===== config.mk =====
export PLATFORM = sky130hd
export DESIGN_NAME = axi_lite_arbiter
export DESIGN_NICKNAME = d
export VERILOG_FILES = /design/src/logic/axi_lite_pkg.sv /design/src/logic/axi_lite_arbiter.sv
export SDC_FILE = /design/constraint.sdc
export NUM_CORES = 1
export LEC_CHECK = 0
export BUFFER_PORTS_ARGS = -buffer_cell sky130_fd_sc_hd__buf_4
export CAP_MARGIN = 20
export CELL_PAD_IN_SITES_DETAIL_PLACEMENT = 0
export CELL_PAD_IN_SITES_GLOBAL_PLACEMENT = 1
export CORE_AREA = 5 5 170 172
export CTS_CLUSTER_SIZE = 8
export DETAILED_ROUTE_END_ITERATION = 12
export DIE_AREA = 0 0 175 177
export PLACE_DENSITY_LB_ADDON = 0.2
export SETUP_SLACK_MARGIN = 0.05
export SLEW_MARGIN = 0
export SYNTH_ARGS = -nofsm -noshare
export SYNTH_HDL_FRONTEND = slang
export SYNTH_SLANG_ARGS = --single-unit

===== constraint.sdc =====
create_clock -name clk -period 4.5 [get_ports clk]
set_input_delay 0.45 -clock clk [delete_from_list [all_inputs] [get_ports clk]]
set_output_delay 0.45 -clock clk [all_outputs]
set_load 0.01 [all_outputs]

===== src/logic/axi_lite_pkg.sv =====
`default_nettype none

package axi_lite_pkg;

	typedef enum logic [1:0] {
		OKAY   = 2'd0,
		SLVERR = 2'd2
	} axi_resp_e;

	// master to slave
	typedef struct packed {
		logic        ar_valid;
		logic [31:0] ar_addr;
		logic        r_ready;
		logic        aw_valid;
		logic [31:0] aw_addr;
		logic        w_valid;
		logic [31:0] w_data;
		logic [3:0]  w_strb;
		logic        b_ready;
	} axil_req_t;

	// slave to master
	typedef struct packed {
		logic        ar_ready;
		logic        r_valid;
		logic [31:0] r_data;
		axi_resp_e   r_resp;
		logic        aw_ready;
		logic        w_ready;
		logic        b_valid;
		axi_resp_e   b_resp;
	} axil_rsp_t;

	// one load or store from the execute stage
	typedef struct packed {
		logic        write;
		logic [31:0] addr;
		logic [31:0] wdata;
		logic [3:0]  strb;
	} lsu_req_t;

endpackage

`default_nettype wire


===== src/logic/axi_lite_arbiter.sv =====
`timescale 1ns/1ps
`default_nettype none

module axi_lite_arbiter (
	input  logic                    clk,
	input  logic                    rst,
	input  axi_lite_pkg::axil_req_t m0_req_i,
	input  axi_lite_pkg::axil_req_t m1_req_i,
	output axi_lite_pkg::axil_rsp_t m0_rsp_o,
	output axi_lite_pkg::axil_rsp_t m1_rsp_o,
	output axi_lite_pkg::axil_req_t s_req_o,
	input  axi_lite_pkg::axil_rsp_t s_rsp_i
);
	import axi_lite_pkg::*;

	typedef enum logic [1:0] {NONE, M0, M1} grant_e;

	grant_e grant_q;
	logic   last_m1_q;  // master 1 won the previous round
	logic   m0_pend;
	logic   m1_pend;
	logic   done;

	assign m0_pend = m0_req_i.ar_valid || m0_req_i.aw_valid;
	assign m1_pend = m1_req_i.ar_valid || m1_req_i.aw_valid;

	// closing handshake of the granted transaction
	assign done = (s_rsp_i.r_valid && s_req_o.r_ready) ||
		(s_rsp_i.b_valid && s_req_o.b_ready);

	always_ff @(posedge clk) begin
		if (rst) begin
			grant_q   <= NONE;
			last_m1_q <= 1'b1;  // master 0 goes first
		end else begin
			case (grant_q)
				NONE: begin
					if (m0_pend && (!m1_pend || last_m1_q))
						grant_q <= M0;
					else if (m1_pend)
						grant_q <= M1;
				end
				M0, M1: begin
					if (done) begin
						grant_q   <= NONE;
						last_m1_q <= (grant_q == M1);
					end
				end
				default: grant_q <= NONE;
			endcase
		end
	end

	// loser sees every ready low
	always_comb begin
		s_req_o  = '0;
		m0_rsp_o = '0;
		m1_rsp_o = '0;
		case (grant_q)
			M0: begin
				s_req_o  = m0_req_i;
				m0_rsp_o = s_rsp_i;
			end
			M1: begin
				s_req_o  = m1_req_i;
				m1_rsp_o = s_rsp_i;
			end
			default: s_req_o = '0;
		endcase
	end

endmodule

`default_nettype wire


# --- Word level (Yosys, flattened, before mapping) ---
# Cells that the tools add are included.
word_totals:
  latchBits: 0
  n_memories: 0
  word_cells: 25
  out_inout_bits: 187
  regBits: 3
  mem_bits_ro: 0
  input_bits: 253
  mem_bits_rw: 0
classes:
  addsub: 0
  shifts: 0
  bitwise_logic: 0
  multipliers: 0
  div_mod_pow: 0
  n_eq_ne: 4
  n_reduce_logical: 12
  order_cmp: 0
  n_mux: 7
ops:
  columns: ["operator", "count"]
  rows:
  - ["$pmux 105 s2", 1]
  - ["$mux 41", 2]
  - ["$mux 2", 3]
  - ["$logic_or 1x1->1", 4]
  - ["$pmux 2 s2", 1]
  - ["$reduce_and 2->1", 2]
  - ["$logic_and 1x1->1", 3]
  - ["$ne 3x3->1 const B", 1]
  - ["$eq 2x1->1 const B", 1]
  - ["$eq 2x2->1 const B", 1]
  - ["$logic_not 2->1", 1]
  - ["$ne 2x2->1 const B", 1]
  - ["$reduce_or 2->1", 1]
  - ["$logic_not 1->1", 1]

# --- Depth between registers and ports, before layout ---
depth:
  word_depth: 6
  mapped_depth: 7
  mapped_depth_nobuf: 6

# --- Least setup slack after synthesis ---
# OpenSTA, ideal clock, no wires.
synth_timing:
  path_kind: "reg2out"
  startpoint: "reg grant_q[0]"
  endpoint: "out s_req_o[45] in the netlist's numbering"
  required_time_ps: 4050
  slack_ps: 2630
  path_stages_with_launch: 7
  t_arrival_ps: 1420
  path_buffers: 3
  path_cell_list: "dfxtp_1 inv_1 ha_1 clkbuf_2 buf_2 clkbuf_1 nor2b_1"
synth_rtl:
  columns: ["item", "line", "source"]
  rows:
  - ["start: declaration", "axi_lite_arbiter.sv:18", "grant_e grant_q;"]
  - ["start signal: assignment", "axi_lite_arbiter.sv:33", "grant_q <= NONE;"]
  - ["start signal: assignment", "axi_lite_arbiter.sv:39", "grant_q <= M0;"]
  - ["start signal: assignment", "axi_lite_arbiter.sv:41", "grant_q <= M1;"]
  - ["end: declaration", "axi_lite_arbiter.sv:11", "output axi_lite_pkg::axil_req_t s_req_o,"]

==> results.yml <==
synth:
  yosys_register_bits: 3
  yosysWarningCount: 0
  synth_nets: 620
  yosys.cell_types.count: 25
  ys_seq_area_share_pct: 2.53
  syn-instance-count: 364
  synth_top_area_share_pct: 32.9
  syn_avg_cell_area_sq_um: 6.53
  synth_area_sq_mm: 0.00238
  synth_area_leaders: "a22oi_1 33%, nor2b_1 28%, and2_1 22%"
  yosys.area.top_type: "a22oi_1"
drt:
  wl_um: 18200
  dr.pass1.iters: 4
  drc: 0
  antenna_left: 0
  drtIter0Drc: 134
  drt-wirelength-per-cell_um: 16.3
  vias: 4196
  avgViaCountPerCell: 3.76
clock_network:
  numClockSinks: 3
  cts.htree.levels: 1
  clkSlewWorstSetupHoldPaths_ns: 0.03
  cts_buffers: 3
  cts_hold_buf: 0
  cts_root_buffer: "clkbuf_16"
  cts_tree: "yes"
  cts_buffer_depth: 2
  clk_latency_ns: 0.22
  post_cts_buffers: 0
  cts-resized-gates: 0
power:
  leakage_nw: 2.90
  peakVddDrop_uv: 357
  p_int_mw: 1.24
  swShare_pct: 47.4
  powerDensity_mw_per_mm2: 388
  switchingPower_mw: 1.12
  p_clk_share_pct: 5.9
  combPwrFrac_pct: 92.2
  p_seq_share_pct: 1.9
final_layout:
  fillers: 3079
  nets: 1026
  drive_above_1_share_pct: 58.9
  area_growth_pct: 157
grt:
  grt_antenna_before_repair: 1
  grtUsageMet3_pct: 2.88
  grt_util_met2_pct: 20.7
  grtUsageTotal_pct: 10.5
  grt_pass1_wl_um: 25700
  met1_usage_pct: 11.3
  grt_pass1_vias: 4256
  grt.busiest_layer: "met2"
  grt_max_degree: 110
  grt_overflow: 0
floorplan:
  core_sq_mm: 0.0273
  start_util_pct: 8.70
  die_w_um: 175
  io_pins: 440
  rows: 61
  fp.dieArea_sq_mm: 0.0310
  die_y_um: 177
worst_setup_path:
  reg2reg_from: "grant_q[1]"
  worstPathMaxFanout: 40
  worstSetupEndpointType: "output port"
  startpoint_type: "register"
  setup.worst_path.class: "register to output port"
  cp.arrival_ns: 2.11
  required_ns: 4.05
  cp-startpoint: "grant_q[1]"
timing:
  rsz0062_at_grt: "false"
  fin_crit_ns: 2.56
  finClkSkew_ns: 0.00104
  totalNegativeSetupSlack_ns: 0
  slew_headroom_pct: 38.0
  slew_viol_final: 0
  period_share_pct: 56.9
  timing.fmax_mhz: 390
  finalHoldViolations: 0
  finalSetupViolCount: 0
  fin_ws_ns: 1.94
  worst_pin_slew_ns: 0.930
placed_design:
  place_ws_ns: 2.11
  hpwl_um: 14900
  port-buffer-count: 439
  finalWeightedCongestion: 0.739
hold_path:
  min-delay-start: "rst"
  hp-class: "input port to register"
outcome:
  outcome: "finished, final reports clean"
job:
  cap_viol_max_count: 0
-- kinds of logic after synthesis --
| kind of cell | after synthesis | share of synthesized area [%] |
|---|---|---|
| adder cells (fa/ha/maj) | 3 | 1.58 |
| AND/OR/NAND/NOR | 196 | 51.0 |
| AO/OA/AOI/OAI | 114 | 36.1 |
| buffers and inverters | 47 | 8.37 |
| flip-flops | 3 | 2.53 |
| multiplexers | 1 | 0.421 |
-- critical path, stage by stage, from the launching register on --
cell and delay, ns:
dfxtp_1 0.34, inv_1 0.15, ha_4 0.50, buf_4 0.34, a22oi_1 0.21, nor2b_1 0.18
buf_4 0.13
-- worst paths after layout --
kind / endpoint / slack [ns] / depth (start not counted)
worst min-delay path: grant_q[0] / 0.43 / 2
worst min register to register: last_m1_q / 0.47 / 2
worst max-delay path: s_req_o[0] / 1.94 / 6
worst max register to register: grant_q[1] / 2.20 / 7
-- per-stage QoR --
stage               util, %  hold slack (ns)  power (mW)  cells  instance area, sq um
finish                 22.3            0.427        2.37   1116                  6110
global route           22.3            0.439        2.58   1116                  6110
CTS                    22.3            0.428        2.43   1115                  6100
detailed placement     22.0            0.462        2.29   1111                  6020
global placement       22.0            0.476        2.32   1111                  6020
floorplan                 -            0.436        1.25    364                  2380
-- power by group through the flow --
| stage | registers (mW) | clock network, mW | logic (mW) |
|---|---|---|---|
| 3_5_place_dp | 0.0461 | 0 | 2.24 |
| 2_1_floorplan | 0.0405 | 0 | 1.21 |
| 6_report | 0.0454 | 0.139 | 2.18 |
| 5_1_grt | 0.0468 | 0.145 | 2.39 |
| 4_1_cts | 0.0457 | 0.142 | 2.25 |
| 3_3_place_gp | 0.0460 | 0 | 2.28 |
-- area by class of cell --
cell class                 count  area (sq um)  area share (%)
timing repair buffer         445          3370            55.1
clock buffer                   4          78.8            1.29
sequential                     3          60.1           0.984
tap                          346           433            7.09
inverter                       3          11.3           0.184
antenna                        1          2.50          0.0410
multi-input combinational    314          2150            35.3
-- flip-flops by register name, summed over array words and instances, names as in the netlist --
name / flops
grant_q: 2
last_m1_q: 1
-- routing by layer --
metal	vias up	wire length [um]	part of all wire (%)
met1	1861	6560	36
met4	0	102	0.56
li1	2088	-	-
met2	241	10000	55
met5	-	0	0
met3	6	1520	8.3
-- cell usage after synthesis --
library cell / number
o221a_1: 1
buf_4: 2
o21ai_1: 2
nor2b_1: 105
and2_1: 82
nand2_1: 2
dfxtp_1: 3
mux2i_1: 1
o221ai_1: 1
nor2_1: 3
ha_1: 3
o22ai_1: 1
nand3_1: 1
a21oi_1: 2
buf_2: 11
clkbuf_2: 1
a22oi_2: 1
clkbuf_1: 30
o21ba_2: 1
a22oi_1: 104
inv_1: 3
nand2b_1: 1
nor4_1: 1
and3_1: 1
a21o_1: 1
-- cell usage in the layout, fill, tap and decap left out --
cell and instances:
a21o_1 1, o22ai_1 1, buf_12 2, mux2i_1 1, a22oi_2 1, nor2b_1 105
and2_1 82, diode_2 1, o221ai_1 1, ha_4 3, o221a_1 1, clkbuf_1 1
nor2_1 3, nand2b_1 1, inv_1 3, a22oi_1 104, dfxtp_1 3, clkbuf_16 3
and3_1 1, buf_4 443, nand2_1 2, o21ba_2 1, nand3_1 1, nor4_1 1
a21oi_1 2, o21ai_1 2
No activity file was read; power rests on OpenSTA's default activity.
