**config.mk**
```make
export PLATFORM = sky130hd
export DESIGN_NAME = lsu_port
export DESIGN_NICKNAME = d
export VERILOG_FILES = /design/src/logic/axi_lite_pkg.sv /design/src/logic/lsu_port.sv
export SDC_FILE = /design/constraint.sdc
export NUM_CORES = 1
export LEC_CHECK = 0
export BUFFER_PORTS_ARGS = -buffer_cell sky130_fd_sc_hd__clkbuf_2
export CAP_MARGIN = 10
export CORE_ASPECT_RATIO = 0.8
export CORE_MARGIN = 3
export CORE_UTILIZATION = 35
export CTS_CLUSTER_SIZE = 30
export DETAILED_ROUTE_END_ITERATION = 12
export PLACE_DENSITY = 0.72
export SLEW_MARGIN = 20
export SYNTH_ARGS = -nofsm -noshare
export SYNTH_HDL_FRONTEND = slang
export SYNTH_SLANG_ARGS = --single-unit
```
**constraint.sdc**
```tcl
create_clock -name clk -period 2.6 [get_ports clk]
set_clock_uncertainty 0.05 [all_clocks]
set_input_delay 0.26 -clock clk [delete_from_list [all_inputs] [get_ports clk]]
set_output_delay 0.26 -clock clk [all_outputs]
set_load 0.1 [all_outputs]
```
**src/logic/axi_lite_pkg.sv**
```systemverilog
`default_nettype none

package axi_lite_pkg;

	typedef enum logic [1:0] {
		OKAY   = 2'd0,
		SLVERR = 2'd2
	} axi_resp_e;

	// master to slave
	typedef struct packed {
		logic        ar_valid;
		logic [31:0] ar_addr;
		logic        r_ready;
		logic        aw_valid;
		logic [31:0] aw_addr;
		logic        w_valid;
		logic [31:0] w_data;
		logic [3:0]  w_strb;
		logic        b_ready;
	} axil_req_t;

	// slave to master
	typedef struct packed {
		logic        ar_ready;
		logic        r_valid;
		logic [31:0] r_data;
		axi_resp_e   r_resp;
		logic        aw_ready;
		logic        w_ready;
		logic        b_valid;
		axi_resp_e   b_resp;
	} axil_rsp_t;

	// one load or store from the execute stage
	typedef struct packed {
		logic        write;
		logic [31:0] addr;
		logic [31:0] wdata;
		logic [3:0]  strb;
	} lsu_req_t;

endpackage

`default_nettype wire

```
**src/logic/lsu_port.sv**
```systemverilog
`timescale 1ns/1ps
`default_nettype none

module lsu_port (
	input  logic                    clk,
	input  logic                    rst,
	input  logic                    lsu_req_valid_i,
	input  axi_lite_pkg::lsu_req_t  lsu_req_i,
	output logic                    lsu_req_ready_o,
	output logic                    lsu_rsp_valid_o,
	output logic                    lsu_err_o,
	output logic [31:0]             lsu_rdata_o,
	output axi_lite_pkg::axil_req_t bus_req_o,
	input  axi_lite_pkg::axil_rsp_t bus_rsp_i
);
	import axi_lite_pkg::*;

	typedef enum logic [2:0] {IDLE, RD_ADDR, RD_DATA, WR_REQ, WR_RESP} state_e;

	state_e      state_q;
	lsu_req_t    req_q;
	logic [31:0] word_addr;
	logic        rsp_valid_q;
	logic        err_q;
	logic [31:0] rdata_q;
	logic        r_fire;
	logic        b_fire;

	assign lsu_req_ready_o = (state_q == IDLE);
	assign r_fire          = (state_q == RD_DATA) && bus_rsp_i.r_valid;
	assign b_fire          = (state_q == WR_RESP) && bus_rsp_i.b_valid;
	assign word_addr       = {req_q.addr[31:2], 2'b00};  // byte lanes come from strb

	always_ff @(posedge clk) begin
		if (rst) begin
			state_q     <= IDLE;
			rsp_valid_q <= 1'b0;
		end else begin
			rsp_valid_q <= r_fire || b_fire;  // single cycle pulse
			case (state_q)
				IDLE: begin
					if (lsu_req_valid_i)
						state_q <= lsu_req_i.write ? WR_REQ : RD_ADDR;
				end
				RD_ADDR: if (bus_rsp_i.ar_ready) state_q <= RD_DATA;
				RD_DATA: if (r_fire) state_q <= IDLE;
				WR_REQ:  if (bus_rsp_i.aw_ready && bus_rsp_i.w_ready) state_q <= WR_RESP;
				WR_RESP: if (b_fire) state_q <= IDLE;
				default: state_q <= IDLE;
			endcase
		end
	end

	always_ff @(posedge clk) begin
		if (lsu_req_valid_i && lsu_req_ready_o)
			req_q <= lsu_req_i;
		if (r_fire) begin
			rdata_q <= bus_rsp_i.r_data;
			err_q   <= (bus_rsp_i.r_resp == SLVERR);
		end else if (b_fire) begin
			rdata_q <= '0;
			err_q   <= (bus_rsp_i.b_resp == SLVERR);
		end
	end

	always_comb begin
		bus_req_o          = '0;
		bus_req_o.ar_valid = (state_q == RD_ADDR);
		bus_req_o.ar_addr  = word_addr;
		bus_req_o.r_ready  = (state_q == RD_DATA);
		// aw and w always go up together
		bus_req_o.aw_valid = (state_q == WR_REQ);
		bus_req_o.aw_addr  = word_addr;
		bus_req_o.w_valid  = (state_q == WR_REQ);
		bus_req_o.w_data   = req_q.wdata;
		bus_req_o.w_strb   = req_q.strb;
		bus_req_o.b_ready  = (state_q == WR_RESP);
	end

	assign lsu_rsp_valid_o = rsp_valid_q;
	assign lsu_rdata_o     = rdata_q;
	assign lsu_err_o       = err_q;

endmodule

`default_nettype wire

```
# After elaboration in Yosys (flattened, before gate mapping)
# Cells that the tools add are included.
[word_totals]
reg_bits = 105
inputBits = 113
wordCells = 37
[op_classes]
n_mux = 11
n_eq_ne = 11
n_reduce_logical = 8
[ops]
columns = ["op", "count"]
rows = [
  ["$mux 32", 2],
  ["$mux 3", 5],
  ["$pmux 3 s5", 1],
  ["$ne 2x1->1 const B", 4],
  ["$eq 3x2->1 const B", 2],
  ["$reduce_and 5->1", 1],
  ["$eq 2x2->1 const B", 2],
  ["$logic_and 1x1->1", 4],
  ["$eq 3x1->1 const B", 1],
  ["$eq 3x3->1 const B", 1],
  ["$logic_not 3->1", 1],
  ["$mux 1", 2],
  ["$mux 2", 1],
  ["$ne 2x2->1 const B", 1],
  ["$reduce_bool 2->1", 1],
  ["$logic_or 1x1->1", 1],
]

# Depth between registers and ports, before layout
[logic_depth]
ltp_word = 4
ltp_mapped = 4

# Least setup slack after synthesis
# Ideal clock, no wire load.
[synth_path]
kind = "reg-to-reg"
from = "reg state_q[0]"
to = "reg req_q, in the netlist bus_req_o[10], enable pin"
required_time_ps = 2120
path_stages_with_launch = 4
arrival_ps = 4280
n_path_buf = 1
setup_slack_ps = -2160
period_less_slack_ps = 4760
path_cell_list = "dfxtp_1 > buf_6 > nor3_1 > and2_1"
[synth_via]
elab_chain_len = 2
[synth_rtl]
columns = ["item", "line", "rtl"]
rows = [
  ["from (decl)", "lsu_port.sv:20", "state_e state_q;"],
  ["from (signal assigned)", "lsu_port.sv:43", "state_q <= lsu_req_i.write ? WR_REQ : RD_ADDR;"],
  ["$logic_not 3->1", "lsu_port.sv:29", "assign lsu_req_ready_o = (state_q == IDLE);"],
  ["net lsu_req_ready_o", "lsu_port.sv:9", "output logic lsu_req_ready_o,"],
  ["$logic_and 1x1->1", "lsu_port.sv:55", "if (lsu_req_valid_i && lsu_req_ready_o)"],
  ["to (signal assigned)", "lsu_port.sv:56", "req_q <= lsu_req_i;"],
  ["to (decl)", "lsu_port.sv:21", "lsu_req_t req_q;"],
]
# The timed path passes the listed nets, and every way through them passes these cells.
# A chain may end at the register's enable or synchronous reset.

==> out/summary.txt <==
Status: finished, final reports clean
Worst slack, placed: 0.830 ns
Setup crit end kind: output port
Internal: 2.81 mW
Initial antenna violation count: 0
First-pass GRT wire length: 12.4 mm
Drt pass-1 iters: 4
I/O pins: 253
IO buf count: 246
Hold Worst Slack: 0.0443 ns
Power share of the sequential group: 42.6%
Ant diodes: 0
Max-slew violations: 0
Fraction of layout cells with a size suffix above 1: 62.7%
Grt met3 use: 7.00%
Root buf cell: clkbuf_16
Die area: 0.0120 sq mm
Comb power frac: 30.3%
# setup viols final: 0
Cell Rows: 33
Final Hold Vio Count: 0
M1 GR Usage: 14.6%
WL final: 8.65 mm
PnR worst setup slack: 0.582 ns
CTS Hold Bufs: 0
Mean Syn Cell Area: 18.4 sq um
Worst-path cell chain: and2b_4 > nor2b_1 > clkbuf_2
Rel. slew slack: 61.5%
Area grow syn2layout: 38.8%
Setup total negative slack: 0 ns
Global-route track usage on met2: 24.2%
Crit path time final: 2.02 ns
Post-CTS Setup Repair Bufs: 0
Fmax: 0.496 GHz
Per-cell routed wire length: 15.1 um
Vias in the first global route: 2497
RSZ-0062 raised after global routing: no
Worst VDD drop: 457 uV
Most common cell after layout, fill and taps aside: clkbuf_2
Sequential area share after synthesis: 81.1%
Core box area: 0.0104 sq mm
CTS tree: done
Clock tree buffer depth: 2
Crit Path Category: reg -> out
Synthesized area: 0.00376 sq mm
Via-to-Cell Ratio: 4.21
Clk Latency, worst-skew pair: 0.34 ns
Worst EP required: 2.29 ns
Leak Pwr: 2.30 nW
Die Wd: 122 um
Synth unique cells: 22
Clock Sinks: 103
Finished Core Util: 50.4%
Clock Power Share: 27.2%
Pwr Density: 904 mW/mm^2
Measured slew at the worst slew-check pin: 0.579 ns
Maximum number of pins on one net before global-route repair: 38
Crit path max-delay family: flip-flops
DR vias: 2408
Hold WC Path Type: in -> reg
#FFs+latches synth: 103
Startpoint Class: flip-flop
Die height: 98.8 um
Final GP Congestion: 0.784
Reg clk slew, reported paths: 0.07 ns
Overall Global Routing Usage: 13.9%
Total of warnings raised by yosys: 0
CP max stage delay: 0.51 ns
Most frequent cells in the layout: clkbuf_2, edfxtp_1, and2_1
Gr busiest metal: met2
Detailed Place HPWL: 6.94 mm
Post-route DRC: 0
WP buf/inv: 1
Worst path slowest cell: dfxtp_1
CTS Buf Count: 9
Post_cts resized: 0
CP Max Fanout: 8
Starting DRC count in detailed routing: 121
H-tree levels: 3
Mapped Cells: 204
Worst Path Arrival: 1.71 ns
Total grt overflow: 0
Initial Util: 36.3%
Final cycle utilization of the critical path: 77.6%
Final nets: 540
Number of routed nets with antenna violations: 0
Max Cap Viol: 0
Switching Fraction: 40.5%
Sw Pwr: 1.91 mW
==> layer usage <==
metal / wire length [um] / vias to the layer above
li1: - / 1141
met1: 3070 / 1096
met2: 4330 / 159
met3: 1130 / 12
met4: 123 / 0
met5: 0 / -
==> flip-flops by register name, summed over array words and instances, names as in the netlist <==
| register | count |
|---|---|
| state_q | 3 |
| lsu_rdata_o | 32 |
| lsu_err_o | 1 |
| lsu_rsp_valid_o | 1 |
| bus_req_o | 66 |
==> area by class of cell <==
type	instances	area, sq um
clock buffers	9	225
inverters	1	3.75
well taps	140	175
fillers	912	5140
multi-input cells	64	440
repair buffers	248	1260
flip-flops and latches	103	3050
clock inverters	7	66.3
==> power by group through the flow <==
stage	logic, mW	registers [mW]	clock network [mW]
global route	1.47	2.02	1.39
floorplan	0.498	2.80	0
finish	1.43	2.01	1.28
CTS	1.44	2.01	1.32
detailed placement	1.44	2.05	0
global placement	1.43	2.04	0
==> kinds of logic (layout without fill, tap and decap cells) <==
group	Yosys count	count (layout)	share of synthesized area, %
compound gates	7	7	1.26
other cells	1	4	0.0996
simple gates	53	53	9.24
buf+inv	40	265	8.28
flops	103	103	81.1
==> Yosys cell counts (all sizes together) <==
| library cell | instances | share of area, % |
|---|---|---|
| or3 | 1 | 0.17 |
| and3 | 1 | 0.17 |
| nor3b | 1 | 0.20 |
| nand2b | 2 | 0.33 |
| and2b | 1 | 0.27 |
| nor2b | 2 | 0.33 |
| inv | 1 | 0.10 |
| edfxtp | 99 | 79 |
| and3b | 1 | 0.23 |
| nor2 | 2 | 0.20 |
| conb | 1 | 0.10 |
| dfxtp | 4 | 2.1 |
| a21oi | 3 | 0.40 |
| nor3 | 1 | 0.13 |
| buf | 39 | 8.2 |
| and2 | 36 | 6.0 |
| a22oi | 1 | 0.20 |
| o21ai | 2 | 0.27 |
| and4bb | 1 | 0.43 |
| a311oi | 1 | 0.40 |
| nand3b | 4 | 0.80 |
==> worst reg2reg max path, stage by stage, from the launching register on <==
cell,delay [ns]
dfxtp_1,0.47
nor3_4,0.20
and2_4,0.44
buf_12,0.29
==> path summary, 6_finish.rpt <==
check                      from  cells after the start  slack [ns]       endpoint
setup / recovery     state_q[1]                      3        0.58  bus_req_o[71]
hold / removal    lsu_req_i[27]                      1        0.04  bus_req_o[28]
setup reg to reg     state_q[0]                      3        0.83  bus_req_o[61]
hold reg to reg      state_q[2]                      3        0.73     state_q[1]
==> through the flow <==
stage	power [mW]	instances	instance area, sq um
2_1_floorplan	3.29	207	3800
3_3_place_gp	3.48	556	4930
3_5_place_dp	3.49	556	4930
4_1_cts	4.77	572	5220
5_1_grt	4.88	572	5220
6_report	4.72	572	5220
Power figures use the tool's default switching activity.
