<file path="config.mk">
export PLATFORM = sky130hd
export DESIGN_NAME = fetch_unit
export DESIGN_NICKNAME = d
export VERILOG_FILES = /design/src/logic/rv_isa_pkg.sv /design/src/logic/axi_lite_pkg.sv /design/src/logic/inst_check.sv /design/src/logic/fetch_unit.sv
export SDC_FILE = /design/constraint.sdc
export NUM_CORES = 1
export LEC_CHECK = 0
export BUFFER_PORTS_ARGS = -buffer_cell sky130_fd_sc_hd__buf_4
export CORE_ASPECT_RATIO = 0.5
export CORE_UTILIZATION = 43
export DETAILED_ROUTE_END_ITERATION = 16
export PLACE_DENSITY = 0.83
export SLEW_MARGIN = 0
export SYNTH_ARGS = -nofsm -noshare
export SYNTH_HDL_FRONTEND = slang
export SYNTH_SLANG_ARGS = --single-unit
</file>
<file path="constraint.sdc">
create_clock -name clk -period 2.2 [get_ports clk]
set_input_delay 0.11 -clock clk [delete_from_list [all_inputs] [get_ports clk]]
set_output_delay 0.11 -clock clk [all_outputs]
set_load 0.01 [all_outputs]
</file>
<file path="src/logic/rv_isa_pkg.sv">
`default_nettype none

package rv_isa_pkg;

	// major opcodes, bits [6:0]
	typedef enum logic [6:0] {
		LUI    = 7'b0110111,
		AUIPC  = 7'b0010111,
		JAL    = 7'b1101111,
		JALR   = 7'b1100111,
		BRANCH = 7'b1100011,
		LOAD   = 7'b0000011,
		STORE  = 7'b0100011,
		OP_IMM = 7'b0010011,
		OP     = 7'b0110011,
		SYSTEM = 7'b1110011
	} opcode_e;

	typedef enum logic [2:0] {
		F3_LB  = 3'd0,
		F3_LH  = 3'd1,
		F3_LW  = 3'd2,
		F3_LBU = 3'd4,
		F3_LHU = 3'd5
	} funct3_load_e;

	typedef enum logic [2:0] {
		F3_SB = 3'd0,
		F3_SH = 3'd1,
		F3_SW = 3'd2
	} funct3_store_e;

	// also shared by OP: add/sub on 0, srl/sra on 5
	typedef enum logic [2:0] {
		F3_ADDI  = 3'd0,
		F3_SLLI  = 3'd1,
		F3_SLTI  = 3'd2,
		F3_SLTIU = 3'd3,
		F3_XORI  = 3'd4,
		F3_SRLI  = 3'd5,  // srli and srai
		F3_ORI   = 3'd6,
		F3_ANDI  = 3'd7
	} funct3_imm_e;

	localparam logic [6:0] F7_BASE = 7'h00;
	localparam logic [6:0] F7_ALT  = 7'h20;  // sub, sra, srai

	// r-type layout, other formats reuse the same bit positions
	typedef struct packed {
		logic [6:0] funct7;
		logic [4:0] rs2;
		logic [4:0] rs1;
		logic [2:0] funct3;
		logic [4:0] rd;
		logic [6:0] opcode;
	} inst_fields_t;

	localparam logic [31:0] INST_ECALL  = 32'h0000_0073;
	localparam logic [31:0] INST_EBREAK = 32'h0010_0073;
	localparam logic [31:0] INST_MRET   = 32'h3020_0073;

endpackage

`default_nettype wire

</file>
<file path="src/logic/axi_lite_pkg.sv">
`default_nettype none

package axi_lite_pkg;

	typedef enum logic [1:0] {
		OKAY   = 2'd0,
		SLVERR = 2'd2
	} axi_resp_e;

	// master to slave
	typedef struct packed {
		logic        ar_valid;
		logic [31:0] ar_addr;
		logic        r_ready;
		logic        aw_valid;
		logic [31:0] aw_addr;
		logic        w_valid;
		logic [31:0] w_data;
		logic [3:0]  w_strb;
		logic        b_ready;
	} axil_req_t;

	// slave to master
	typedef struct packed {
		logic        ar_ready;
		logic        r_valid;
		logic [31:0] r_data;
		axi_resp_e   r_resp;
		logic        aw_ready;
		logic        w_ready;
		logic        b_valid;
		axi_resp_e   b_resp;
	} axil_rsp_t;

	// one load or store from the execute stage
	typedef struct packed {
		logic        write;
		logic [31:0] addr;
		logic [31:0] wdata;
		logic [3:0]  strb;
	} lsu_req_t;

endpackage

`default_nettype wire

</file>
<file path="src/logic/inst_check.sv">
`timescale 1ns/1ps
`default_nettype none

module inst_check (
	input  logic [31:0] inst_i,
	output logic        illegal_o
);
	import rv_isa_pkg::*;

	inst_fields_t f;
	logic         f7_base;
	logic         f7_alt;
	logic         legal;

	assign f       = inst_fields_t'(inst_i);
	assign f7_base = (f.funct7 == F7_BASE);
	assign f7_alt  = (f.funct7 == F7_ALT);

	always_comb begin
		legal = 1'b0;
		case (opcode_e'(f.opcode))
			LUI, AUIPC, JAL: legal = 1'b1;
			JALR:   legal = (f.funct3 == 3'd0);
			BRANCH: legal = (f.funct3 != 3'd2) && (f.funct3 != 3'd3);  // no encoding on 2, 3
			LOAD: begin
				case (funct3_load_e'(f.funct3))
					F3_LB, F3_LH, F3_LW, F3_LBU, F3_LHU: legal = 1'b1;
					default: legal = 1'b0;
				endcase
			end
			STORE: begin
				case (funct3_store_e'(f.funct3))
					F3_SB, F3_SH, F3_SW: legal = 1'b1;
					default: legal = 1'b0;
				endcase
			end
			OP_IMM: begin
				// only shifts carry funct7 in the immediate
				case (funct3_imm_e'(f.funct3))
					F3_SLLI: legal = f7_base;
					F3_SRLI: legal = f7_base || f7_alt;
					default: legal = 1'b1;
				endcase
			end
			OP: begin
				legal = f7_base ||
					(f7_alt && (f.funct3 == F3_ADDI || f.funct3 == F3_SRLI));  // sub, sra
			end
			SYSTEM: begin
				legal = (inst_i == INST_ECALL) || (inst_i == INST_EBREAK) ||
					(inst_i == INST_MRET);
			end
			default: legal = 1'b0;
		endcase
	end

	assign illegal_o = !legal;

endmodule

`default_nettype wire

</file>
<file path="src/logic/fetch_unit.sv">
`timescale 1ns/1ps
`default_nettype none

module fetch_unit #(
	parameter logic [31:0] RESET_PC = 32'h0
) (
	input  logic                    clk,
	input  logic                    rst,
	input  logic                    fetch_en_i,
	input  logic                    redirect_valid_i,
	input  logic [31:0]             redirect_pc_i,
	input  logic                    inst_ready_i,
	output logic                    inst_valid_o,
	output logic [31:0]             inst_o,
	output logic [31:0]             inst_pc_o,
	output logic                    inst_illegal_o,
	output logic                    inst_fault_o,
	output axi_lite_pkg::axil_req_t bus_req_o,
	input  axi_lite_pkg::axil_rsp_t bus_rsp_i
);
	import axi_lite_pkg::*;

	typedef enum logic [1:0] {IDLE, ADDR, DATA, HOLD} state_e;

	state_e      state_q;
	state_e      resume;
	logic [31:0] pc_q;       // address of the word in flight or on offer
	logic [31:0] next_pc_q;  // redirect target parked behind a live read
	logic        discard_q;
	logic [31:0] inst_q;
	logic        fault_q;
	logic        r_fire;
	logic        drop_rd;

	assign r_fire  = (state_q == DATA) && bus_rsp_i.r_valid;
	assign drop_rd = discard_q || redirect_valid_i;
	assign resume  = fetch_en_i ? ADDR : IDLE;

	always_ff @(posedge clk) begin
		if (rst) begin
			state_q   <= IDLE;
			pc_q      <= RESET_PC;
			discard_q <= 1'b0;
		end else begin
			case (state_q)
				IDLE: begin
					if (redirect_valid_i)
						pc_q <= redirect_pc_i;
					if (fetch_en_i)
						state_q <= ADDR;
				end
				ADDR: begin
					// ar is already up, so the address must not move
					if (redirect_valid_i)
						discard_q <= 1'b1;
					if (bus_rsp_i.ar_ready)
						state_q <= DATA;
				end
				DATA: begin
					if (r_fire) begin
						if (drop_rd) begin
							pc_q      <= redirect_valid_i ? redirect_pc_i : next_pc_q;
							discard_q <= 1'b0;
							state_q   <= resume;
						end else begin
							state_q <= HOLD;
						end
					end else if (redirect_valid_i) begin
						discard_q <= 1'b1;
					end
				end
				HOLD: begin
					if (redirect_valid_i) begin
						pc_q    <= redirect_pc_i;  // word on offer is dropped
						state_q <= resume;
					end else if (inst_ready_i) begin
						pc_q    <= pc_q + 32'd4;
						state_q <= resume;
					end
				end
				default: state_q <= IDLE;
			endcase
		end
	end

	always_ff @(posedge clk) begin
		if (redirect_valid_i)
			next_pc_q <= redirect_pc_i;
		if (r_fire && !drop_rd) begin
			inst_q  <= bus_rsp_i.r_data;
			fault_q <= (bus_rsp_i.r_resp == SLVERR);
		end
	end

	always_comb begin
		bus_req_o          = '0;  // read only master
		bus_req_o.ar_valid = (state_q == ADDR);
		bus_req_o.ar_addr  = pc_q;
		bus_req_o.r_ready  = (state_q == DATA);
	end

	inst_check i_inst_check (
		.inst_i    (inst_q),
		.illegal_o (inst_illegal_o)
	);

	assign inst_valid_o = (state_q == HOLD);
	assign inst_o       = inst_q;
	assign inst_pc_o    = pc_q;
	assign inst_fault_o = fault_q;

endmodule

`default_nettype wire

</file>
* Word-level counts from Yosys, hierarchy flattened
Index checks and enable logic that the tools add are counted.
Storage, ports and cells: output and inout bits 172, logic and storage cells 84, bits of input ports 78, bits in registers 100
Operators by class: add/sub/neg operators 1, reductions and logical operators 23, mux-type cells 23, equal/unequal tests 31
Operator list (count):
- $mux W32 | 6
- $pmux W32 S3 | 1
- $add A32 B3 Y32 const B | 1
- $eq A32 B21 Y1 const B | 1
- $eq A32 B30 Y1 const B | 1
- $eq A32 B7 Y1 const B | 1
- $eq A7 B6 Y1 const B | 4
- $eq A7 B7 Y1 const B | 4
- $eq A7 B5 Y1 const B | 2
- $mux W2 | 6
- $ne A3 B2 Y1 const B | 3
- $pmux W1 S8 | 1
- $pmux W2 S4 | 1
- $eq A7 B2 Y1 const B | 1
- $logic_not A7 Y1 | 1
- $eq A2 B2 Y1 const B | 3
- $eq A3 B3 Y1 const B | 2
- $logic_or A1 B1 Y1 | 6
- $mux W1 | 6
- $ne A2 B1 Y1 const B | 3
- $reduce_or A3 Y1 | 2
- $reduce_and A5 Y1 | 1
- $reduce_or A5 Y1 | 1
- $logic_and A1 B1 Y1 | 4
- 13 further kinds | 16

* Longest topological paths before layout
Gate-level depths: netlist of the first run.
depth after elaboration 6, gate-level depth with buffers 10, gate-level depth less buffers 7

* Cells and area by module
A second synthesis of the first run with hierarchy kept.
Second synthesis, totals: cell total of the unflattened synthesis 580, area total of the unflattened synthesis 5624.1 µm²
By module, submodules not included:
- fetch_unit | cells an instance 544, seq. area each 2332.2 µm², instances 1, area an instance 5358.9 µm²
- inst_check | cells an instance 36, seq. area each 0.0 µm², instances 1, area an instance 265.3 µm²

* Worst setup path after synthesis of the first run
No wires, ideal clock.
path type register -> register, start point reg state_q[0], end point reg fault_q (netlist: inst_fault_o), enable pin, path buffers 1, data required time 1.807 ns, setup time 0.393 ns, arrival time 2.023 ns, cell stages (with the launch flop) 6, path slack -0.216 ns, cells stage by stage dfxtp_1 > inv_1 > ha_1 > buf_2 > nor3b_2 > and2_1
RTL lines:
- start: declaration | RTL line fetch_unit.sv:25 | state_e state_q;
- start signal: assignment | RTL line fetch_unit.sv:64 | state_q <= resume;
- start signal: assignment | RTL line fetch_unit.sv:75 | state_q <= resume;
- start signal: assignment | RTL line fetch_unit.sv:78 | state_q <= resume;
- end signal: assignment | RTL line fetch_unit.sv:91 | fault_q <= (bus_rsp_i.r_resp == SLVERR);
- end: declaration | RTL line fetch_unit.sv:31 | logic fault_q;

* Worst setup path after layout of the first run
start point reg inst_q[13] (netlist: inst_o[13]), end point out inst_illegal_o
On the way: word-level cells in the longest chain between the ends 6
Ends and longest elaborated chain:
- start: declaration | RTL line fetch_unit.sv:30 | logic [31:0] inst_q;
- start signal: assignment | RTL line fetch_unit.sv:90 | inst_q <= bus_rsp_i.r_data;
- parallel branches: the longest is 4 deep, another holds $eq A32 B7 Y1
- $pmux W1 S8 * | RTL line inst_check.sv:21 | case (opcode_e'(f.opcode))
- $logic_not A1 Y1 * | RTL line inst_check.sv:57 | assign illegal_o = !legal;
- end: declaration | RTL line fetch_unit.sv:16 | output logic inst_illegal_o,
Mark *: on every way between the ends.

==> summary.txt, run 1 <==
Status
  • Outcome: complete, no violations

Clock network
  • Total CTS buffers: 9
  • Clock Path Buffers: 2
  • CTS HTree Levels: 3
  • Clk Latency, worst-skew pair: 0.35 ns
  • Clock transition at the registers of the reported paths: 0.07 ns
  • Clock Sinks: 100
  • CTS tree: yes
  • Clk root buf: clkbuf_16

Synth
  • Cell Area, Synth: 5490 µm²
  • Post-synth top area cell: dfxtp_1
  • Yosys warnings: 0
  • Most used DFF post-synth: dfxtp_1
  • Area fraction of the dominant cell type after synthesis: 0.244
  • Sequential area share after synthesis: 0.425
  • Yosys reg bits: 100
  • FFs w/ async S/R, synth: 0
  • Ranking of synthesized cells by area: dfxtp_1, edfxtp_1, buf_4
  • Syn Area/Cell: 9.61 µm²
  • Unique masters post-synth: 60
  • EDFF count, synth: 33
  • Post-Synthesis Cells: 571

Floorplan
  • Row Count: 28
  • I/O Pins: 250
  • Core Area: 12100 µm²
  • Initial core utilization: 0.453
  • Die width: 162 µm
  • Die Ht: 81.9 µm
  • Die area: 13200 µm²

Global route
  • Gr usage total: 0.227
  • Initial antenna violation count: 0
  • First-pass GRT wire length: 23500 µm
  • Largest net degree at the start of global routing: 35
  • GRT overflow: 0
  • Vias in the first global route: 4669

Layout
  • Layout cells sized above 1: 0.328
  • Most frequent cells in the layout: buf_4, conb_1, dfxtp_1
  • Most common cell after layout, fill and taps aside: buf_4
  • Layout Nets: 849
  • Finished Cell Area: 7450 µm²
  • Antenna cell count: 0
  • Area growth from synthesis to layout: 35.7%

Flow run
  • Max-cap violation count: 0

Timing
  • Skew final: 0.00789 ns
  • Ratio of final minimum period to clock period: 0.959
  • Max frequency: 0.474 GHz
  • Setup Viol. Count Final: 0
  • Fin. Hold Viols: 0
  • Max-slew violation count: 0
  • Tmin final: 2.11 ns
  • Hold WS: 0.00971 ns
  • Slew @ Worst Pin: 0.621 ns
  • Slew headroom: 0.585

Power and ir drop
  • Switching Fraction: 0.353
  • Sequential Power Share: 0.382
  • P_sw: 2.45 mW
  • Internal: 4.49 mW
  • Total Power: 6.95 mW
  • PwrDens: 932 nW/µm²
  • Comb pwr share: 0.364
  • Leakage: 3.21 nW
  • Clk pwr share: 0.254
  • IR drop worst, VDD: 619 µV

Detailed routing
  • DRC viols: 0
  • WL final: 15200 µm
  • Detailed router's first-iteration violation count: 442
  • Post-route ant nets: 0
  • Routed vias: 4981
  • Per-cell routed wire length: 16.2 µm
  • DR pass1 iterations: 5
  • Vias/cell: 5.32

Worst setup path
  • Crit-path max FO: 6
  • Crit path kind: flop to output pin
  • Critical Path AT: 2.00 ns
  • Required time of the critical path: 2.09 ns
  • Crit. End Element: output pin
  • R2R cell count: 8
  • Crit start category: flop

Min path
  • WHS Path Cells: 2
  • Type of the worst min-delay path: input port to flop

Placed design
  • Port Buffers: 173
  • Placement Cell Area: 6530 µm²
  • Half-perimeter wire length after placement: 10400 µm
  • GPL Wtd Cong: 0.900
-- timing repair --
action,in CTS,in global routing
hold buffers,55,0
endpoints found under the setup margin,2,13
setup buffers,1,0
hold endpoints to repair,55,0
gates resized for setup,1,7
pin swaps,0,5
-- sequential cells by signal, indices dropped and copies added (netlist names) --
register,count
next_pc_q,32
inst_fault_o,1
inst_o,32
state_q,2
discard_q,1
inst_pc_o,32
-- worst paths after layout --
| path | from | to | slack (ns) |
|---|---|---|---|
| max | inst_o[13] | inst_illegal_o | 0.09 |
| max reg2reg | state_q[0] | inst_pc_o[30] | 0.13 |
| min reg2reg | next_pc_q[2] | next_pc_q[2] | 0.49 |
| min | redirect_pc_i[17] | next_pc_q[17] | 0.01 |
-- synth_stat cells (4+ instances only) --
master and number:
buf_4 104, dfxtp_1 67, a21oi_1 34, edfxtp_1 33
mux2_2 32, nand2_1 30, nor2_1 23, o21ai_0 20
nand3_1 15, clkbuf_1 14, nor3_1 14, a22o_1 12
a22oi_1 12, inv_1 11, nand4_1 10, a31oi_1 9
and3_1 9, buf_2 9, nor4_1 9, and2_1 7
and4_1 7, o21ai_1 7, a211oi_1 6, ha_1 5
nor2b_1 5, o21a_1 5, buf_1 4
-- layer usage --
layer,part of all wire,track usage,vias up
li1,-,-,2331
met1,0.39,0.267,2347
met2,0.52,0.416,259
met3,0.068,0.0429,44
met4,0.027,0.0953,0
met5,0,0,-
-- layout make-up --
cell class,instances,area (µm²)
Inverter,11,41.3
Multi-Input combinational cell,399,2510
Fill cell,950,4670
Clock inverter,4,58.8
Clock buffer,12,279
Sequential cell,100,2330
Tap cell,165,206
Timing Repair Buffer,245,2020
-- cells by family after synthesis --
family / share of synthesized area
flip-flops: 0.425
XOR/XNOR: 0.00319
AO/OA/AOI/OAI: 0.175
adder cells (fa/ha/maj): 0.0114
multiplexers: 0.0656
AND/OR/NAND/NOR: 0.149
buffers and inverters: 0.170
other: 0.000683
-- worst max-delay path: stages, from the launching register on --
cell,delay (ns)
edfxtp_1,0.46
or2_2,0.33
a21oi_1,0.15
o21ai_1,0.12
a2111oi_2,0.35
nor4_1,0.09
buf_4,0.16
-- power by group through the flow --
stage                     Clock (mW)  Combinational [mW]  Sequential (mW)
after floorplan                    0                1.55             2.67
after global placement             0                2.35             2.66
after detailed placement           0                2.40             2.68
after CTS                       1.79                2.49             2.64
after global routing            1.87                2.74             2.71
final                           1.76                2.53             2.65
-- through the flow --
step	util	std cells	setup WS, ns	TNS, ns
global placement	0.539	864	0.0646	0
global route	0.615	936	-0.0508	-0.0508
CTS	0.613	936	0.00136	0
floorplan	-	641	0.120	0
finish	0.615	936	0.0899	0
detailed placement	0.539	864	0.00891	0
No activity file was read; power rests on OpenSTA's default activity.
==> inputs of run 2 (changes only) <==
--- a/config.mk
+++ b/config.mk
@@ -7,9 +7,11 @@
 export LEC_CHECK = 0
 export BUFFER_PORTS_ARGS = -buffer_cell sky130_fd_sc_hd__buf_4
 export CORE_ASPECT_RATIO = 0.5
-export CORE_UTILIZATION = 43
+export CORE_MARGIN = 1
+export CORE_UTILIZATION = 44
+export CTS_BUF_LIST = sky130_fd_sc_hd__clkbuf_2 sky130_fd_sc_hd__clkbuf_4 sky130_fd_sc_hd__clkbuf_8
 export DETAILED_ROUTE_END_ITERATION = 16
-export PLACE_DENSITY = 0.83
+export PLACE_DENSITY = 0.85
 export SLEW_MARGIN = 0
 export SYNTH_ARGS = -nofsm -noshare
 export SYNTH_HDL_FRONTEND = slang
==> run 2 against run 1 <==
Register-to-register slack got worse by 0.04 ns. Final cell count increased by 2.1%. Combinational power increased by 3%. Via count increased by 3.9%. Power decreased by 7.5%. First-iteration DRC count decreased by 19%. Sequential share of layout area decreased by 0.15 points. Design area increased by 0.42%. Core utilization increased by 0.98 points. Non-clock buffer count increased by 20.
==> summary.txt, run 2 (synthesized netlist as in run 1, its figures left out) <==
Timing
  • Max-slew violation count: 0 (unchanged)
  • TNS Setup: 0 ns (unchanged)
  • Final WS setup: 0.0474 ns (-0.0424 ns)
  • RSZ-0062 raised after global routing: yes
  • Skew final: 0.0116 ns (+0.00371 ns)
  • Tmin final: 2.15 ns (+0.0424 ns)
  • Setup Viol. Count Final: 0 (unchanged)
  • Fin. Hold Viols: 0 (unchanged)
  • Max frequency: 0.465 GHz (-2.0%)
  • Slew @ Worst Pin: 0.507 ns (-0.114 ns)
  • Ratio of final minimum period to clock period: 0.978 (+0.0193)
  • Slew headroom: 0.659 (+0.0737)

Detailed routing
  • Detailed router's first-iteration violation count: 357 (-19%)
  • DR pass1 iterations: 7 (+2)
  • WL final: 15900 µm (+4.6%)
  • Per-cell routed wire length: 16.6 µm (+2.4%)
  • Routed vias: 5173 (+3.9%)
  • Post-route ant nets: 0 (unchanged)
  • DRC viols: 0 (unchanged)
  • Vias/cell: 5.41 (+1.7%)

Worst setup path
  • Crit path kind: flop to output pin
  • Worst stage delay on the critical path: 0.46 ns (about the same)
  • Worst r2r src: inst_pc_o[2]
  • WP buf/inv: 2 (+1)
  • Reg2reg end: inst_pc_o[30]
  • Required time of the critical path: 2.09 ns (about the same)
  • Crit. End Element: output pin
  • Crit-path leading delay family: compound AO/OA/AOI/OAI gates
  • Critical path's slowest cell: edfxtp_1
  • Crit path cell chain: buf_6 > nor3_4 > and2_1 > o21ai_1 > a2111oi_2 > nor4_1 > buf_4
  • Crit start category: flop
  • R2R cell count: 7 (-1)
  • Reg-to-reg setup timing slack: 0.09 ns (-0.04 ns)
  • Critical Path AT: 2.04 ns (+0.04 ns)
  • Crit-path max FO: 4 (-2)

Layout
  • Antenna cell count: 0 (unchanged)
  • Most common cell after layout, fill and taps aside: buf_4
  • Final core utilization: 0.624 (+0.00980)
  • Most frequent cells in the layout: buf_4, conb_1, dfxtp_1
  • Non-Filler Instances: 956 (+2.1%)
  • Layout Nets: 869 (+2.4%)
  • Finished Cell Area: 7480 µm² (+0.42%)
  • Area growth from synthesis to layout: 36.3%
  • Layout cells sized above 1: 0.334 (+0.00561)

Clock network
  • Total CTS buffers: 9 (unchanged)
  • CTS tree: yes
  • Clock Path Buffers: 2 (unchanged)
  • Clk Latency, worst-skew pair: 0.37 ns (+0.02 ns)
  • Clock Sinks: 100 (unchanged)
  • CTS HTree Levels: 3 (unchanged)
  • Clock transition at the registers of the reported paths: 0.10 ns (+0.03 ns)
  • Clk root buf: clkbuf_8

Global route
  • Grt met2 use: 0.417 (+0.000642)
  • GRT overflow: 0 (unchanged)
  • Largest net degree at the start of global routing: 35 (unchanged)
  • Initial antenna violation count: 0 (unchanged)
  • Grt met1 use: 0.273 (+0.00641)
  • First-pass GRT wire length: 23800 µm (+1.6%)
  • Gr usage total: 0.232 (+0.00435)
  • Met3 usage: 0.0383 (-0.00462)
  • Vias in the first global route: 4752 (+1.8%)
  • Busiest layer in global routing: met2

Flow run
  • Max-cap violation count: 0 (unchanged)

Placed design
  • Place WS: 0.152 ns (+0.143 ns)
  • Half-perimeter wire length after placement: 10800 µm (+3.3%)
  • Placement Cell Area: 6560 µm² (+0.50%)
  • Port Buffers: 173 (unchanged)
  • GPL Wtd Cong: 0.888 (-1.4%)
  • Placed insts: 870 (+0.69%)

Status
  • Outcome: complete, no violations

Floorplan
  • I/O Pins: 250 (unchanged)
  • Initial core utilization: 0.458 (+0.00530)
  • Die Ht: 81.0 µm (-1.1%)
  • Die width: 160 µm (-1.1%)
  • Die area: 13000 µm² (-2.2%)
  • Core Area: 12000 µm² (-1.2%)
  • Row Count: 28 (unchanged)

Min path
  • Hold_sp: bus_rsp_i[6]
  • Type of the worst min-delay path: input port to flop
  • WHS Path Cells: 2 (unchanged)
  • WHS Endpoint: inst_fault_o

Power and ir drop
  • PwrDens: 859 nW/µm² (-7.9%)
  • Leakage: 3.23 nW (+0.75%)
  • IR drop worst, VDD: 351 µV (-43%)
## run 2: cell types whose count changed in the layout (fill, tap and decap cells not counted), sizes merged
cell         previous run  this run
dlygate4sd3            55        66
buf                   190       199
clkinv                  0         2
bufinv                  1         0
clkbuf                 12        11
## run 2: cell type report
class | count | area [µm²]
Fill cell | 949 | 4500
Multi-Input combinational cell | 399 | 2520
Sequential cell | 100 | 2330
Timing Repair Buffer | 265 | 2180
Tap cell | 165 | 206
Clock buffer | 11 | 151
Clock inverter | 5 | 42.5
Inverter | 11 | 41.3
## run 2: repair_timing
action / CTS / global route
buffers inserted: 1 / 3
setup endpoints to repair: 1 / 4
hold buffers: 66 / 0
gates resized for setup: 2 / 8
hold endpoints to repair: 66 / 0
pin swaps: 1 / 2
## run 2: metal layers
metal	vias up	wire, µm	share of wire
met5	-	0	0
li1	2368	-	-
met4	0	457	0.029
met1	2455	6070	0.38
met3	47	1180	0.074
met2	303	8140	0.51
## run 2: power breakdown
part           internal (mW)  total, mW  switching, mW
clock network          0.491       1.17          0.675
registers               2.22       2.65          0.425
logic                   1.26       2.61           1.35
total                   3.97       6.42           2.45
## run 2: stage by stage
step | hold slack, ns | total power, mW
global placement | 0.288 | 5.02
detailed placement | 0.289 | 5.12
CTS | 0.0293 | 6.40
finish | 0.0741 | 6.42
global route | 0.0744 | 6.75
floorplan | 0.209 | 4.21
## run 2: worst max-delay path by stage
stage	endpoint	slack, ns	cells past startpoint	from
6_report	inst_illegal_o	0.05	7	inst_o[13]
5_1_grt	inst_illegal_o	-0.06	7	inst_o[13]
4_1_cts	inst_illegal_o	0.007	6	inst_o[13]
3_5_place_dp	inst_pc_o[1]	0.15	8	state_q[0]
3_3_place_gp	inst_pc_o[1]	0.24	8	state_q[0]
2_1_floorplan	inst_fault_o	0.12	5	state_q[0]
## run 2: worst reg2reg max path, delay by kind of cell, from the launching register on
kind | cells | cell delay (ns)
DFF | 1 | 0.50
adders and majority gates | 1 | 0.27
and+or+nand+nor | 3 | 0.58
AOI/OAI and AO/OA | 2 | 0.47
buffers and inverters | 1 | 0.19
